`src/include/frogger_params.svh`:
```
// frogger scene constants: screen span, lane geometry, object widths and colours
`ifndef FROGGER_PARAMS_SVH
`define FROGGER_PARAMS_SVH

// ----------------------------------------
// geometry
// ----------------------------------------

`define FROG_SCREEN_SPAN 680    // x at or above this means the object has wrapped
`define FROG_LANE_H      40     // rows per lane
`define FROG_CAR_W       80
`define FROG_PAD_W       40

// top row of lane 0, later lanes step down by one lane height
`define FROG_ROAD_TOP    280
`define FROG_RIVER_TOP   80

// ----------------------------------------
// colours, {red, green, blue}
// ----------------------------------------

// scenery
`define FROG_RGB_WATER   {8'd0, 8'd200, 8'd255}
`define FROG_RGB_BAY     {8'd0, 8'd100, 8'd0}     // dark grass goal bays
`define FROG_RGB_GRASS   {8'd0, 8'd200, 8'd0}
`define FROG_RGB_STRIPE  {8'd255, 8'd204, 8'd0}   // lane dashes
`define FROG_RGB_ROAD    {8'd69, 8'd69, 8'd69}
`define FROG_RGB_BLANK   {8'd255, 8'd255, 8'd255}

// objects
`define FROG_RGB_PAD     {8'd0, 8'd250, 8'd0}
`define FROG_RGB_CAR_R   {8'd200, 8'd0, 8'd0}     // road lanes 0 and 2
`define FROG_RGB_CAR_L   {8'd0, 8'd0, 8'd200}     // road lanes 1 and 3

`endif

```
`src/logic/frogger_pkg.sv`:
```
// frogger pixel types: screen coordinates, colours and per-lane object slots
package frogger_pkg;

	// ----------------------------------------
	// screen space
	// ----------------------------------------

	// 11 bits covers the full span plus wrapped x positions
	typedef logic [10:0] coord_t;

	// ----------------------------------------
	// colour
	// ----------------------------------------

	typedef struct packed
	{
		logic [7:0] red;
		logic [7:0] green;
		logic [7:0] blue;
	} rgb_t;

	// ----------------------------------------
	// lane contents
	// ----------------------------------------

	// x of each of the four object slots in one lane
	typedef coord_t [3:0] lane_slots_t;

	// live objects in a lane, 0 to 4
	// slots at or above the count are never drawn
	typedef logic [2:0] slot_count_t;

endpackage

```
`src/logic/pixel_layer_if.sv`:
```
// pixel layer bus: stage-one object and background results toward the compositor
`timescale 1ns/1ns

interface pixel_layer_if;

	logic               valid;      // one per draw strobe, no back-pressure
	logic               obj_hit;    // some lane object covers the pixel
	frogger_pkg::rgb_t  obj_color;  // colour of the winning object
	frogger_pkg::rgb_t  bg_color;   // scenery under the pixel

	// object layer drives the strobe and the object result
	modport object_src
	(
		output valid,
		output obj_hit,
		output obj_color
	);

	modport scene_src
	(
		output bg_color
	);

	// compositor consumes every valid on the edge it is present
	modport sink
	(
		input valid,
		input obj_hit,
		input obj_color,
		input bg_color
	);

endinterface

```
`src/logic/lane_row_match.sv`:
```
// lane row match: hit test of one lane's four object slots against the draw coordinate
`timescale 1ns/1ns
`include "frogger_params.svh"

module lane_row_match
#(
	parameter int OBJ_WIDTH = `FROG_CAR_W,
	parameter int LANE_TOP  = `FROG_ROAD_TOP
)
(
	input  frogger_pkg::coord_t      draw_x,
	input  frogger_pkg::coord_t      draw_y,
	input  frogger_pkg::lane_slots_t slot_x,
	input  frogger_pkg::slot_count_t slot_count,
	output logic                     lane_hit
);

	localparam frogger_pkg::coord_t OBJ_SPAN    = frogger_pkg::coord_t'(OBJ_WIDTH);
	localparam frogger_pkg::coord_t SCREEN_SPAN = frogger_pkg::coord_t'(`FROG_SCREEN_SPAN);
	localparam frogger_pkg::coord_t ROW_TOP     = frogger_pkg::coord_t'(LANE_TOP);
	localparam frogger_pkg::coord_t ROW_END     = frogger_pkg::coord_t'(LANE_TOP + `FROG_LANE_H);

	logic       row_match;
	logic [3:0] slot_hit;

	assign row_match = (draw_y >= ROW_TOP) && (draw_y < ROW_END);  // top inclusive, end exclusive

	genvar k;
	generate
		for (k = 0; k < 4; k++)
		begin : g_slot
			localparam frogger_pkg::slot_count_t SLOT_IDX = frogger_pkg::slot_count_t'(k);

			frogger_pkg::coord_t span_end;
			logic                slot_live;

			assign span_end  = slot_x[k] + OBJ_SPAN;  // wraps modulo 2048
			assign slot_live = slot_count > SLOT_IDX;

			// a wrapped object re-enters from the left edge up to its end
			assign slot_hit[k] = slot_live &&
				((slot_x[k] < SCREEN_SPAN) ? ((draw_x >= slot_x[k]) && (draw_x <= span_end))
				                           : (draw_x <= span_end));
		end
	endgenerate

	assign lane_hit = row_match && (|slot_hit);

endmodule

```
`src/logic/traffic_layer.sv`:
```
// traffic layer: car and lily pad lane hits, lane priority and object colour, registered
`timescale 1ns/1ns
`include "frogger_params.svh"

module traffic_layer
(
	input  logic                                clk,
	input  logic                                reset,
	input  logic                                draw_valid,
	input  frogger_pkg::coord_t                 draw_x,
	input  frogger_pkg::coord_t                 draw_y,
	input  frogger_pkg::lane_slots_t [3:0]      car_x,
	input  frogger_pkg::slot_count_t [3:0]      car_count,
	input  frogger_pkg::lane_slots_t [3:0]      pad_x,
	input  frogger_pkg::slot_count_t [3:0]      pad_count,
	pixel_layer_if.object_src                   layer
);

	localparam frogger_pkg::rgb_t CAR_R_COLOR = `FROG_RGB_CAR_R;
	localparam frogger_pkg::rgb_t CAR_L_COLOR = `FROG_RGB_CAR_L;
	localparam frogger_pkg::rgb_t PAD_COLOR   = `FROG_RGB_PAD;

	logic [3:0]        road_hit;
	logic [3:0]        river_hit;
	logic              hit_next;
	frogger_pkg::rgb_t color_next;

	// ----------------------------------------
	// lane matchers
	// ----------------------------------------

	genvar i;
	generate
		for (i = 0; i < 4; i++)
		begin : g_lane
			lane_row_match
			#(
				.OBJ_WIDTH (`FROG_CAR_W),
				.LANE_TOP  (`FROG_ROAD_TOP + i * `FROG_LANE_H)
			)
			road_match_i
			(
				.draw_x     (draw_x),
				.draw_y     (draw_y),
				.slot_x     (car_x[i]),
				.slot_count (car_count[i]),
				.lane_hit   (road_hit[i])
			);

			lane_row_match
			#(
				.OBJ_WIDTH (`FROG_PAD_W),
				.LANE_TOP  (`FROG_RIVER_TOP + i * `FROG_LANE_H)
			)
			river_match_i
			(
				.draw_x     (draw_x),
				.draw_y     (draw_y),
				.slot_x     (pad_x[i]),
				.slot_count (pad_count[i]),
				.lane_hit   (river_hit[i])
			);
		end
	endgenerate

	// ----------------------------------------
	// priority and colour
	// ----------------------------------------

	always_comb
	begin
		hit_next   = |{road_hit, river_hit};
		color_next = PAD_COLOR;  // river lanes all share pad green
		// walk upward in priority so road lane 0 is applied last
		for (int n = 3; n >= 0; n--)
		begin
			if (road_hit[n])
				color_next = (n % 2 == 0) ? CAR_R_COLOR : CAR_L_COLOR;  // direction by lane
		end
	end

	always_ff @(posedge clk)
	begin
		if (reset)
		begin
			layer.valid     <= 1'b0;
			layer.obj_hit   <= 1'b0;
			layer.obj_color <= '0;
		end
		else
		begin
			layer.valid     <= draw_valid;
			layer.obj_hit   <= hit_next;
			layer.obj_color <= color_next;
		end
	end

endmodule

```
`src/logic/scene_background.sv`:
```
// scene background: classifies the pixel into scenery bands, registered colour
`timescale 1ns/1ns
`include "frogger_params.svh"

module scene_background
(
	input  logic                clk,
	input  logic                reset,
	input  frogger_pkg::coord_t draw_x,
	input  frogger_pkg::coord_t draw_y,
	pixel_layer_if.scene_src    layer
);

	logic              water_band;
	logic              bay_row;
	logic              bay_cell;
	logic              gap_cell;
	logic              stripe_row;
	logic              stripe_dash;
	logic              grass_band;
	logic              road_band;
	frogger_pkg::rgb_t color_next;

	function automatic logic in_span(frogger_pkg::coord_t v, int lo, int hi);
		return (v >= frogger_pkg::coord_t'(lo)) && (v <= frogger_pkg::coord_t'(hi));
	endfunction

	// ----------------------------------------
	// band edges
	// ----------------------------------------

	assign water_band = in_span(draw_y, 80, 239);
	assign bay_row    = in_span(draw_y, 40, 79);   // goal row at the top

	assign bay_cell = in_span(draw_x, 0, 119) || in_span(draw_x, 160, 279) ||
	                  in_span(draw_x, 320, 479) || in_span(draw_x, 520, 679);
	assign gap_cell = in_span(draw_x, 120, 159) || in_span(draw_x, 280, 319) ||
	                  in_span(draw_x, 480, 519);  // grass between bays

	assign grass_band = in_span(draw_y, 240, 279) || (draw_y >= frogger_pkg::coord_t'(440)) ||
	                    (bay_row && gap_cell);

	// dashes straddle the boundaries between road lanes
	assign stripe_row  = in_span(draw_y, 318, 322) || in_span(draw_y, 358, 362) ||
	                     in_span(draw_y, 398, 402);
	assign stripe_dash = in_span(draw_x, 0, 100) || in_span(draw_x, 200, 300) ||
	                     in_span(draw_x, 400, 500) || (draw_x >= frogger_pkg::coord_t'(600));

	assign road_band = in_span(draw_y, 280, 439);

	always_comb
	begin
		if (water_band)
			color_next = `FROG_RGB_WATER;
		else if (bay_row && bay_cell)
			color_next = `FROG_RGB_BAY;
		else if (grass_band)
			color_next = `FROG_RGB_GRASS;
		else if (stripe_row && stripe_dash)
			color_next = `FROG_RGB_STRIPE;
		else if (road_band)
			color_next = `FROG_RGB_ROAD;  // pavement
		else
			color_next = `FROG_RGB_BLANK;
	end

	always_ff @(posedge clk)
	begin
		if (reset)
			layer.bg_color <= '0;
		else
			layer.bg_color <= color_next;  // same stage as the object layer
	end

endmodule

```
`src/logic/pixel_compositor.sv`:
```
// pixel compositor: objects over scenery into the registered output pixel
`timescale 1ns/1ns

module pixel_compositor
(
	input  logic        clk,
	input  logic        reset,
	pixel_layer_if.sink layer,
	output logic        rgb_valid,
	output logic [7:0]  red,
	output logic [7:0]  green,
	output logic [7:0]  blue
);

	frogger_pkg::rgb_t pixel;

	always_ff @(posedge clk)
	begin
		if (reset)
		begin
			rgb_valid <= 1'b0;
			pixel     <= '0;
		end
		else
		begin
			rgb_valid <= layer.valid;  // single cycle per strobe
			if (layer.valid)
			begin
				// any object hides the scenery under it
				pixel <= layer.obj_hit ? layer.obj_color : layer.bg_color;
			end
		end
	end

	// held between results
	assign red   = pixel.red;
	assign green = pixel.green;
	assign blue  = pixel.blue;

endmodule

```
`src/logic/frogger_pixel_top.sv`:
```
// frogger pixel top: two-stage colour pipeline from draw coordinate to 24-bit pixel
`timescale 1ns/1ns

module frogger_pixel_top
(
	input  logic                           clk,
	input  logic                           reset,
	input  logic                           draw_valid,
	input  frogger_pkg::coord_t            draw_x,
	input  frogger_pkg::coord_t            draw_y,
	input  frogger_pkg::lane_slots_t [3:0] car_x,
	input  frogger_pkg::slot_count_t [3:0] car_count,
	input  frogger_pkg::lane_slots_t [3:0] pad_x,
	input  frogger_pkg::slot_count_t [3:0] pad_count,
	output logic                           rgb_valid,
	output logic [7:0]                     red,
	output logic [7:0]                     green,
	output logic [7:0]                     blue
);

	pixel_layer_if layer_bus ();

	// ----------------------------------------
	// stage one, both layers in parallel
	// ----------------------------------------

	traffic_layer traffic_layer_i
	(
		.clk        (clk),
		.reset      (reset),
		.draw_valid (draw_valid),
		.draw_x     (draw_x),
		.draw_y     (draw_y),
		.car_x      (car_x),
		.car_count  (car_count),
		.pad_x      (pad_x),
		.pad_count  (pad_count),
		.layer      (layer_bus.object_src)
	);

	scene_background scene_background_i
	(
		.clk    (clk),
		.reset  (reset),
		.draw_x (draw_x),
		.draw_y (draw_y),
		.layer  (layer_bus.scene_src)
	);

	// stage two
	pixel_compositor pixel_compositor_i
	(
		.clk       (clk),
		.reset     (reset),
		.layer     (layer_bus.sink),
		.rgb_valid (rgb_valid),
		.red       (red),
		.green     (green),
		.blue      (blue)
	);

endmodule

```
`config.mk`:
```
export PLATFORM = sky130hd
export DESIGN_NAME = frogger_pixel_top
export DESIGN_NICKNAME = d
export VERILOG_FILES = /design/src/logic/frogger_pkg.sv /design/src/logic/pixel_layer_if.sv /design/src/logic/lane_row_match.sv /design/src/logic/traffic_layer.sv /design/src/logic/scene_background.sv /design/src/logic/pixel_compositor.sv /design/src/logic/frogger_pixel_top.sv
export VERILOG_INCLUDE_DIRS = /design/src /design/src/include
export SDC_FILE = /design/constraint.sdc
export NUM_CORES = 1
export LEC_CHECK = 0
export BUFFER_PORTS_ARGS = -buffer_cell sky130_fd_sc_hd__buf_2
export CAP_MARGIN = 30
export CORE_ASPECT_RATIO = 1.25
export CORE_UTILIZATION = 63
export CTS_CLUSTER_DIAMETER = 100
export DETAILED_ROUTE_END_ITERATION = 10
export GPL_ROUTABILITY_DRIVEN = 0
export PLACE_DENSITY_LB_ADDON = 0.08
export SYNTH_ARGS = -nofsm -noshare
export SYNTH_HDL_FRONTEND = slang
export SYNTH_SLANG_ARGS = --single-unit
```
`constraint.sdc`:
```
create_clock -name clk -period 6.6 [get_ports clk]
set_input_delay 0.66 -clock clk [delete_from_list [all_inputs] [get_ports clk]]
set_output_delay 0.66 -clock clk [all_outputs]
set_load 0.01 [all_outputs]
```
==> results of run 1 <==
-- metal layers --
layer,track usage,vias to the layer above,share of wire
met5,0,-,0.0019
met3,0.0548,244,0.064
met4,0.224,18,0.055
li1,-,10500,-
met2,0.679,857,0.49
met1,0.411,9922,0.39
-- kinds of logic (layout without fill, tap and decap cells) --
group | after synthesis | count (layout) | share of synthesized area
AO/OA/AOI/OAI | 763 | 763 | 0.245
adder cells (fa/ha/maj) | 640 | 640 | 0.406
AND/OR/NAND/NOR | 590 | 590 | 0.159
buffers and inverters | 396 | 818 | 0.0776
XOR/XNOR | 176 | 176 | 0.0782
flip-flops | 30 | 30 | 0.0305
multiplexers | 8 | 8 | 0.00406
other | 0 | 15 | 0
-- metrics by stage --
step                      setup WS, ns  cell area (sq um)  cells
final                             2.82              22500   3447
after global placement            2.74              22300   3424
after floorplan                   3.48              19700   2603
after global routing              2.72              22500   3440
after detailed placement          2.65              22300   3424
after CTS                         2.93              22500   3432
-- state kept, by name, indices dropped and copies added, names as in the netlist --
| register | cells |
|---|---|
| scene_background_i.layer.bg_color | 10 |
| pixel_compositor_i.rgb_valid | 1 |
| pixel_compositor_i.red | 4 |
| traffic_layer_i.layer.valid | 1 |
| pixel_compositor_i.green | 6 |
| traffic_layer_i.layer.obj_hit | 1 |
| pixel_compositor_i.blue | 4 |
| traffic_layer_i.layer.obj_color | 3 |
-- Yosys cell counts, types with 10 or more instances --
cell / count / area share
and3_1: 14 / 0.0044
inv_1: 369 / 0.070
nor3_1: 53 / 0.013
o31ai_1: 11 / 0.0042
nand3b_1: 12 / 0.0046
nor2b_1: 60 / 0.019
nand2b_1: 17 / 0.0054
a211o_1: 10 / 0.0044
o21a_1: 10 / 0.0038
nand3_1: 68 / 0.017
dfxtp_1: 30 / 0.030
xnor2_1: 144 / 0.064
nand2_1: 86 / 0.016
nand4_1: 66 / 0.021
nor4_1: 23 / 0.0073
xor2_1: 32 / 0.014
o21ai_0: 166 / 0.042
a31oi_1: 21 / 0.0067
a2111oi_0: 10 / 0.0044
a21o_1: 78 / 0.030
nor2_1: 128 / 0.024
ha_1: 640 / 0.41
o2111ai_1: 41 / 0.018
buf_4: 10 / 0.0038
a211oi_1: 62 / 0.024
a21oi_1: 239 / 0.061
o211ai_1: 20 / 0.0076
nand4b_1: 23 / 0.010
or3_1: 14 / 0.0044
o21ai_1: 18 / 0.0046
-- worst paths after layout --
| kind | to | slack (ns) |
|---|---|---|
| setup / recovery | traffic_layer_i.layer.obj_hit | 2.82 |
| hold / removal | pixel_compositor_i.green[0] | 0.47 |
| setup reg to reg | pixel_compositor_i.green[2] | 5.22 |
| hold reg to reg | pixel_compositor_i.green[0] | 0.47 |
-- layout make-up --
cell class                      count  area (sq um)
Multi-Input combinational cell   2177         17600
Antenna cell                       15          37.5
Sequential cell                    30           601
Inverter                          373          1400
Fill cell                        2572          8380
Clock inverter                      1          5.00
Clock buffer                        7           143
Tap cell                          407           509
Timing Repair Buffer              437          2250
-- report_power, final --
group          total (mW)  internal, mW  switching (mW)
sequential          0.198         0.189         0.00893
clock               0.222         0.149          0.0733
combinational        1.52         0.656           0.868
total                1.94         0.994           0.950
-- critical path: stages --
cell       delay (ns)
buf_4            0.55
buf_4            0.56
ha_1             0.33
a21o_1           0.16
nand3_1          0.08
a21oi_1          0.06
a2111oi_0        0.60
a21oi_1          0.14
nand3_1          0.12
a21boi_0         0.10
nor4_2           0.34
a41oi_1          0.17
==> results.md, run 1 <==
- Drt first pass iters: 5
- Hold Vio Cnt, Final: 0
- # clock sinks: 30
- Htree depth: 2
- Critical-path maximum fanout: 40
- Final period util: 0.573
- Die area: approximately 32000 sq um
- Syn Area/Cell: approximately 7.6 sq um
- Ys async rst share: 0
- Most frequent cells in the layout: ha_1 (640), buf_2 (418), inv_1 (368)
- WHS Path Cells: 2
- Gate count after technology mapping: about 2600
- CP endpoint kind: flop
- # Max-Cap Violations: 0
- Worst Path Class, Setup: input port to flop
- Arr. time, crit path: 3.91 ns
- I/O pin cnt: between 400 and 500
- Die Wd: 160 microns
- Synth warn: 0
- Vias: around 22000
- Vias/cell: 6.24
- Synth Flop Type: dfxtp_1
- DRC violations left: 0
- Layout cells sized above 1: 0.153
- Maximum vdd drop: ~0.17 mV
- F_max: between 0.2 and 0.3 GHz
- Core area: 30900 sq um
- Clk buf depth: 2
- WP data required: 6.73 ns
- All-Layer GR Usage: 0.373
- Antenna viol nets, final: 0
- Starting DRT DRC Count: approximately 1500
- Most common cell after layout, fill and taps aside: ha_1
- Gr ovfl total: 0
- Status: finished clean
- Power Density: approximately 86 nW/um^2
- Worst r2r src: traffic_layer_i.layer.valid
- Die H: approximately 200 microns
- Setup TNS: 0 ns
- Rel. slew slack: 0.366
- Min-delay worst type: flop to flop
- Layout area overhead: 14.3%
- CTS resizes: 0
- Drt total wl: 61700 microns
- Worst-Margin Slew: ~0.95 ns
- CTS buffer count: 5
- Seq cells post-synth: 30
- Synthesized area: ~20000 sq um
- CTS root buffer: clkbuf_16
- CTS tree: done
- Yosys cell types: 78
- Worst clock skew: 0.00217 ns
- Syn Nets: around 3600
- Initial Util: 0.638
- Total power: 1.94 mW
- Post-route minimum period: between 3 and 4 ns
- DR WL/cell: roughly 18 microns
- CTS Hold Buffers Added: 0
- Final-stage net count: 4065
- # rows: between 70 and 80
- Clock transition at path regs: approximately 0.050 ns
- Port-buffer cells: between 400 and 500
- Setup Viol. Count Final: 0
- Global-route wire length before repair: around 98000 microns
- Clk_lat worst skew: ~0.27 ns
- Hold Path Origin: scene_background_i.layer.bg_color[8]
- LEAKAGE: 12.1 nW
- Vias in the first global route: between 20000 and 25000
- Largest net degree at the start of global routing: between 50 and 60
- Unrepaired setup endpoints after global routing: false
- Buffers inserted by post-CTS timing repair: 0
- Final core utilization: 0.729
- EDFF count, synth: 0
- Fin. max-slew vios: 0
- CP Launch Type: input port
- Hold Worst Slack: around 0.47 ns
- Post-DP HPWL: about 50000 microns
- Worst R2R Path Depth: 3
- Initial antenna violation count: 19
- Seq/Total Area, Yosys: 0.0305
- Critical Path Source: draw_x[5]
No activity file was read; power rests on OpenSTA's default activity.
==> run 2: changes to the inputs <==
ABC_AREA = 1   (was unset)
CORE_UTILIZATION = 59   (was 63)
clock period = 3.6 ns   (was 6.6 ns; I/O delays follow)
==> run 2 against run 1 <==
Net effect: die area up 17%; area after synthesis up 9.7%; register-to-register slack worse by 3.3 ns; critical endpoint unchanged; cell count up 30%; largest power group unchanged.
==> results.md, run 2 <==
- Multi-input gate area: 18500 sq um (+5.2%)
- Rel. slew slack: 0.492 (+0.127)
- Main combinational cell family by area after synthesis: adder cells
- Worst r2r src: traffic_layer_i.layer.valid
- Worst clock skew: 0.00406 ns (+0.00189 ns)
- Post-DP HPWL: 52400 microns (+5.2%)
- Gr ovfl total: 0 (unchanged)
- Compound-Gate Fraction of Synth Area: 0.107 (-0.137)
- Largest cells by area after synthesis: ha_1 (37%), nand2_1 (15%), inv_1 (11%)
- Adder-cell share of the synthesized area: 0.370 (-0.0360)
- Unrepaired setup endpoints after global routing: false
- F_max: 0.365 GHz
- FILL cells: 3549 (+38%)
- Number of flip-flops under the largest register name: 10 (unchanged)
- Vias in the first global route: 21900 (+1.8%)
- Syn Area/Cell: 6.17 sq um (-19%)
- CTS buffer count: 5 (unchanged)
- Final core utilization: 0.687 (-0.0415)
- Seq/Total Area, Yosys: 0.0278 (-0.00270)
- Arr. time, crit path: 2.88 ns (-1.03 ns)
- Initial antenna violation count: 31 (+12)
- Worst-Margin Slew: 0.762 ns (-0.190 ns)
- Synthesized area: 21600 sq um (+9.7%)
- CTS resizes: 0 (unchanged)
- Post-Synth XOR/XNOR Area: 0.0660 (-0.0122)
- CP endpoint kind: flop
- Placed cell area: 24700 sq um (+10%)
- DRC violations left: 0 (unchanged)
- Reg with most FFs: scene_background_i.layer.bg_color
- Core area: 36200 sq um (+17%)
- Count leader, synth: nand2_1
- Most common cell after layout, fill and taps aside: nand2_1
- I/O pin cnt: 426 (unchanged)
- # rows: 78 (+8.3%)
- Critical Path Source: pad_x[69]
- Top cell type by total area after synthesis: ha_1
- Port-buffer cells: 425 (unchanged)
- Yosys cell types: 43 (-45%)
- Post-route minimum period: 2.74 ns
- All-Layer GR Usage: 0.325 (-0.0481)
- Antenna viol nets, final: 0 (unchanged)
- Mux cell area share after synthesis: 0 (-0.00406)
- Vias: 23400 (+8.7%)
- CP Launch Type: input port
- Critical-path maximum fanout: 4 (-90%)
- # Max-Cap Violations: 0 (unchanged)
- Reg2reg end: pixel_compositor_i.red[3]
- FF-to-FF setup slack: 1.95 ns (-3.27 ns)
- Die Wd: 173 microns (+8.1%)
- Final-stage net count: 4998 (+23%)
- Global-route wire length before repair: 100000 microns (+2.0%)
- FF+latch area: 601 sq um (unchanged)
- Status: finished clean
- # clock sinks: 30 (unchanged)
- Synth Flop Type: dfxtp_1
- Clk buf depth: 2 (unchanged)
- Synth warn: 0 (unchanged)
- Synth top cells by count: nand2_1 (887), inv_1 (645), ha_1 (640), nor2_1 (291), nand3_1 (241)
- CTS root buffer: clkbuf_16
- Vias/cell: 5.24 (-16%)
- Total power: 3.76 mW (+93%)
- Layout cells sized above 1: 0.124 (-0.0287)
- Power Density: 151 nW/um^2 (+75%)
- Setup TNS: 0 ns (unchanged)
- Hold Vio Cnt, Final: 0 (unchanged)
- Buffers inserted by post-CTS timing repair: 0 (unchanged)
- DR WL/cell: 13.9 microns (-22%)
- CTS tree: done
- Maximum vdd drop: 0.204 mV (+23%)
- Worst R2R Path Depth: 6 (+3)
- Most frequent cells in the layout: nand2_1 (887), inv_1 (644), ha_1 (640)
- Setup Viol. Count Final: 0 (unchanged)
- Worst Path Class, Setup: input port to flop
- Final period util: 0.761
- Ys async rst share: 0 (unchanged)
- Die H: 216 microns (+8.2%)
- Syn Nets: 4548 (+25%)
- Drt total wl: 62100 microns (+0.72%)
- Gate count after technology mapping: 3507 (+35%)
- Clock transition at path regs: 0.05 ns (about the same)
- EDFF count, synth: 0 (unchanged)
- Htree depth: 2 (unchanged)
- Fin area: 24900 sq um (+11%)
- Die area: 37400 sq um (+17%)
- LEAKAGE: 15.4 nW (+28%)
- Starting DRT DRC Count: 1059 (-29%)
- WP data required: 3.74 ns (-2.99 ns)
- Drt first pass iters: 7 (+2)
- Min-delay worst type: input port to flop
- Initial Util: 0.597 (-0.0406)
- Fin. max-slew vios: 0 (unchanged)
- CTS Hold Buffers Added: 0 (unchanged)
- Layout area overhead: 15.1%
- Yosys top cell area share: 0.370 (-0.0360)
- Clk_lat worst skew: 0.27 ns (about the same)
- Largest net degree at the start of global routing: 38 (-34%)
- Crit path capture: traffic_layer_i.layer.obj_hit
- Seq cells post-synth: 30 (unchanged)
- Simple-gate area share of the yosys netlist: 0.311 (+0.152)
[run 2: kinds of logic after synthesis]
| logic type | count (synthesis) |
|---|---|
| flip-flops | 30 |
| AND/OR/NAND/NOR | 1600 |
| buffers and inverters | 665 |
| adder cells (fa/ha/maj) | 640 |
| AO/OA/AOI/OAI | 409 |
| XOR/XNOR | 163 |
[run 2: critical path, stage by stage]
cell,delay [ns]
buf_2,0.12
ha_1,0.21
o21ai_0,0.29
nor2_1,0.09
xor2_1,0.15
ha_1,0.29
nand4_1,0.11
nor2_1,0.16
nand2_1,0.07
nand3_1,0.07
nand2_1,0.09
nand3_1,0.10
nand2_1,0.06
o21ai_0,0.31
nand2_1,0.09
nor2_1,0.20
a21oi_1,0.09
[run 2: how the worst min path moves through the flow]
stage	startpoint	slack (ns)	to	cells after the start
floorplan	scene_background_i.layer.bg_color[8]	0.43	pixel_compositor_i.green[0]	2
global placement	scene_background_i.layer.bg_color[10]	0.44	pixel_compositor_i.green[2]	2
detailed placement	scene_background_i.layer.bg_color[10]	0.43	pixel_compositor_i.green[2]	2
CTS	draw_valid	0.32	traffic_layer_i.layer.valid	3
global route	draw_valid	0.33	traffic_layer_i.layer.valid	3
finish	draw_valid	0.33	traffic_layer_i.layer.valid	3
[run 2: final cells by class]
| type | count | area share |
|---|---|---|
| repair buffers | 457 | 0.102 |
| flip-flops and latches | 30 | 0.0241 |
| multi-input cells | 2812 | 0.743 |
| diodes | 28 | 0.00282 |
| clock buffers | 7 | 0.00573 |
| inverters | 651 | 0.0982 |
| clock inverters | 1 | 0.000201 |
| well taps | 480 | 0.0241 |
[run 2: through the flow]
stage | instances | hold slack, ns | worst slack, ns
global placement | 4430 | 0.435 | 0.610
global route | 4457 | 0.329 | 0.493
finish | 4466 | 0.327 | 0.860
floorplan | 3507 | 0.426 | 1.22
CTS | 4438 | 0.324 | 0.874
detailed placement | 4430 | 0.435 | 0.599
[run 2: per-layer routing]
metal / wire length [microns] / vias up / share of wire / global-route usage
li1: - / 12400 / - / -
met1: 26000 / 10200 / 0.42 / 0.374
met2: 29500 / 640 / 0.47 / 0.586
met3: 3320 / 198 / 0.053 / 0.0366
met4: 3190 / 16 / 0.051 / 0.171
met5: 110 / - / 0.0018 / 0
[run 2: report_power, final]
group / internal, mW / total (mW) / leakage, nW / switching, mW
Clock: 0.273 / 0.402 / 0.0741 / 0.129
Combinational: 1.21 / 2.99 / 15.1 / 1.78
Sequential: 0.350 / 0.360 / 0.245 / 0.00988
Total: 1.84 / 3.76 / 15.4 / 1.92
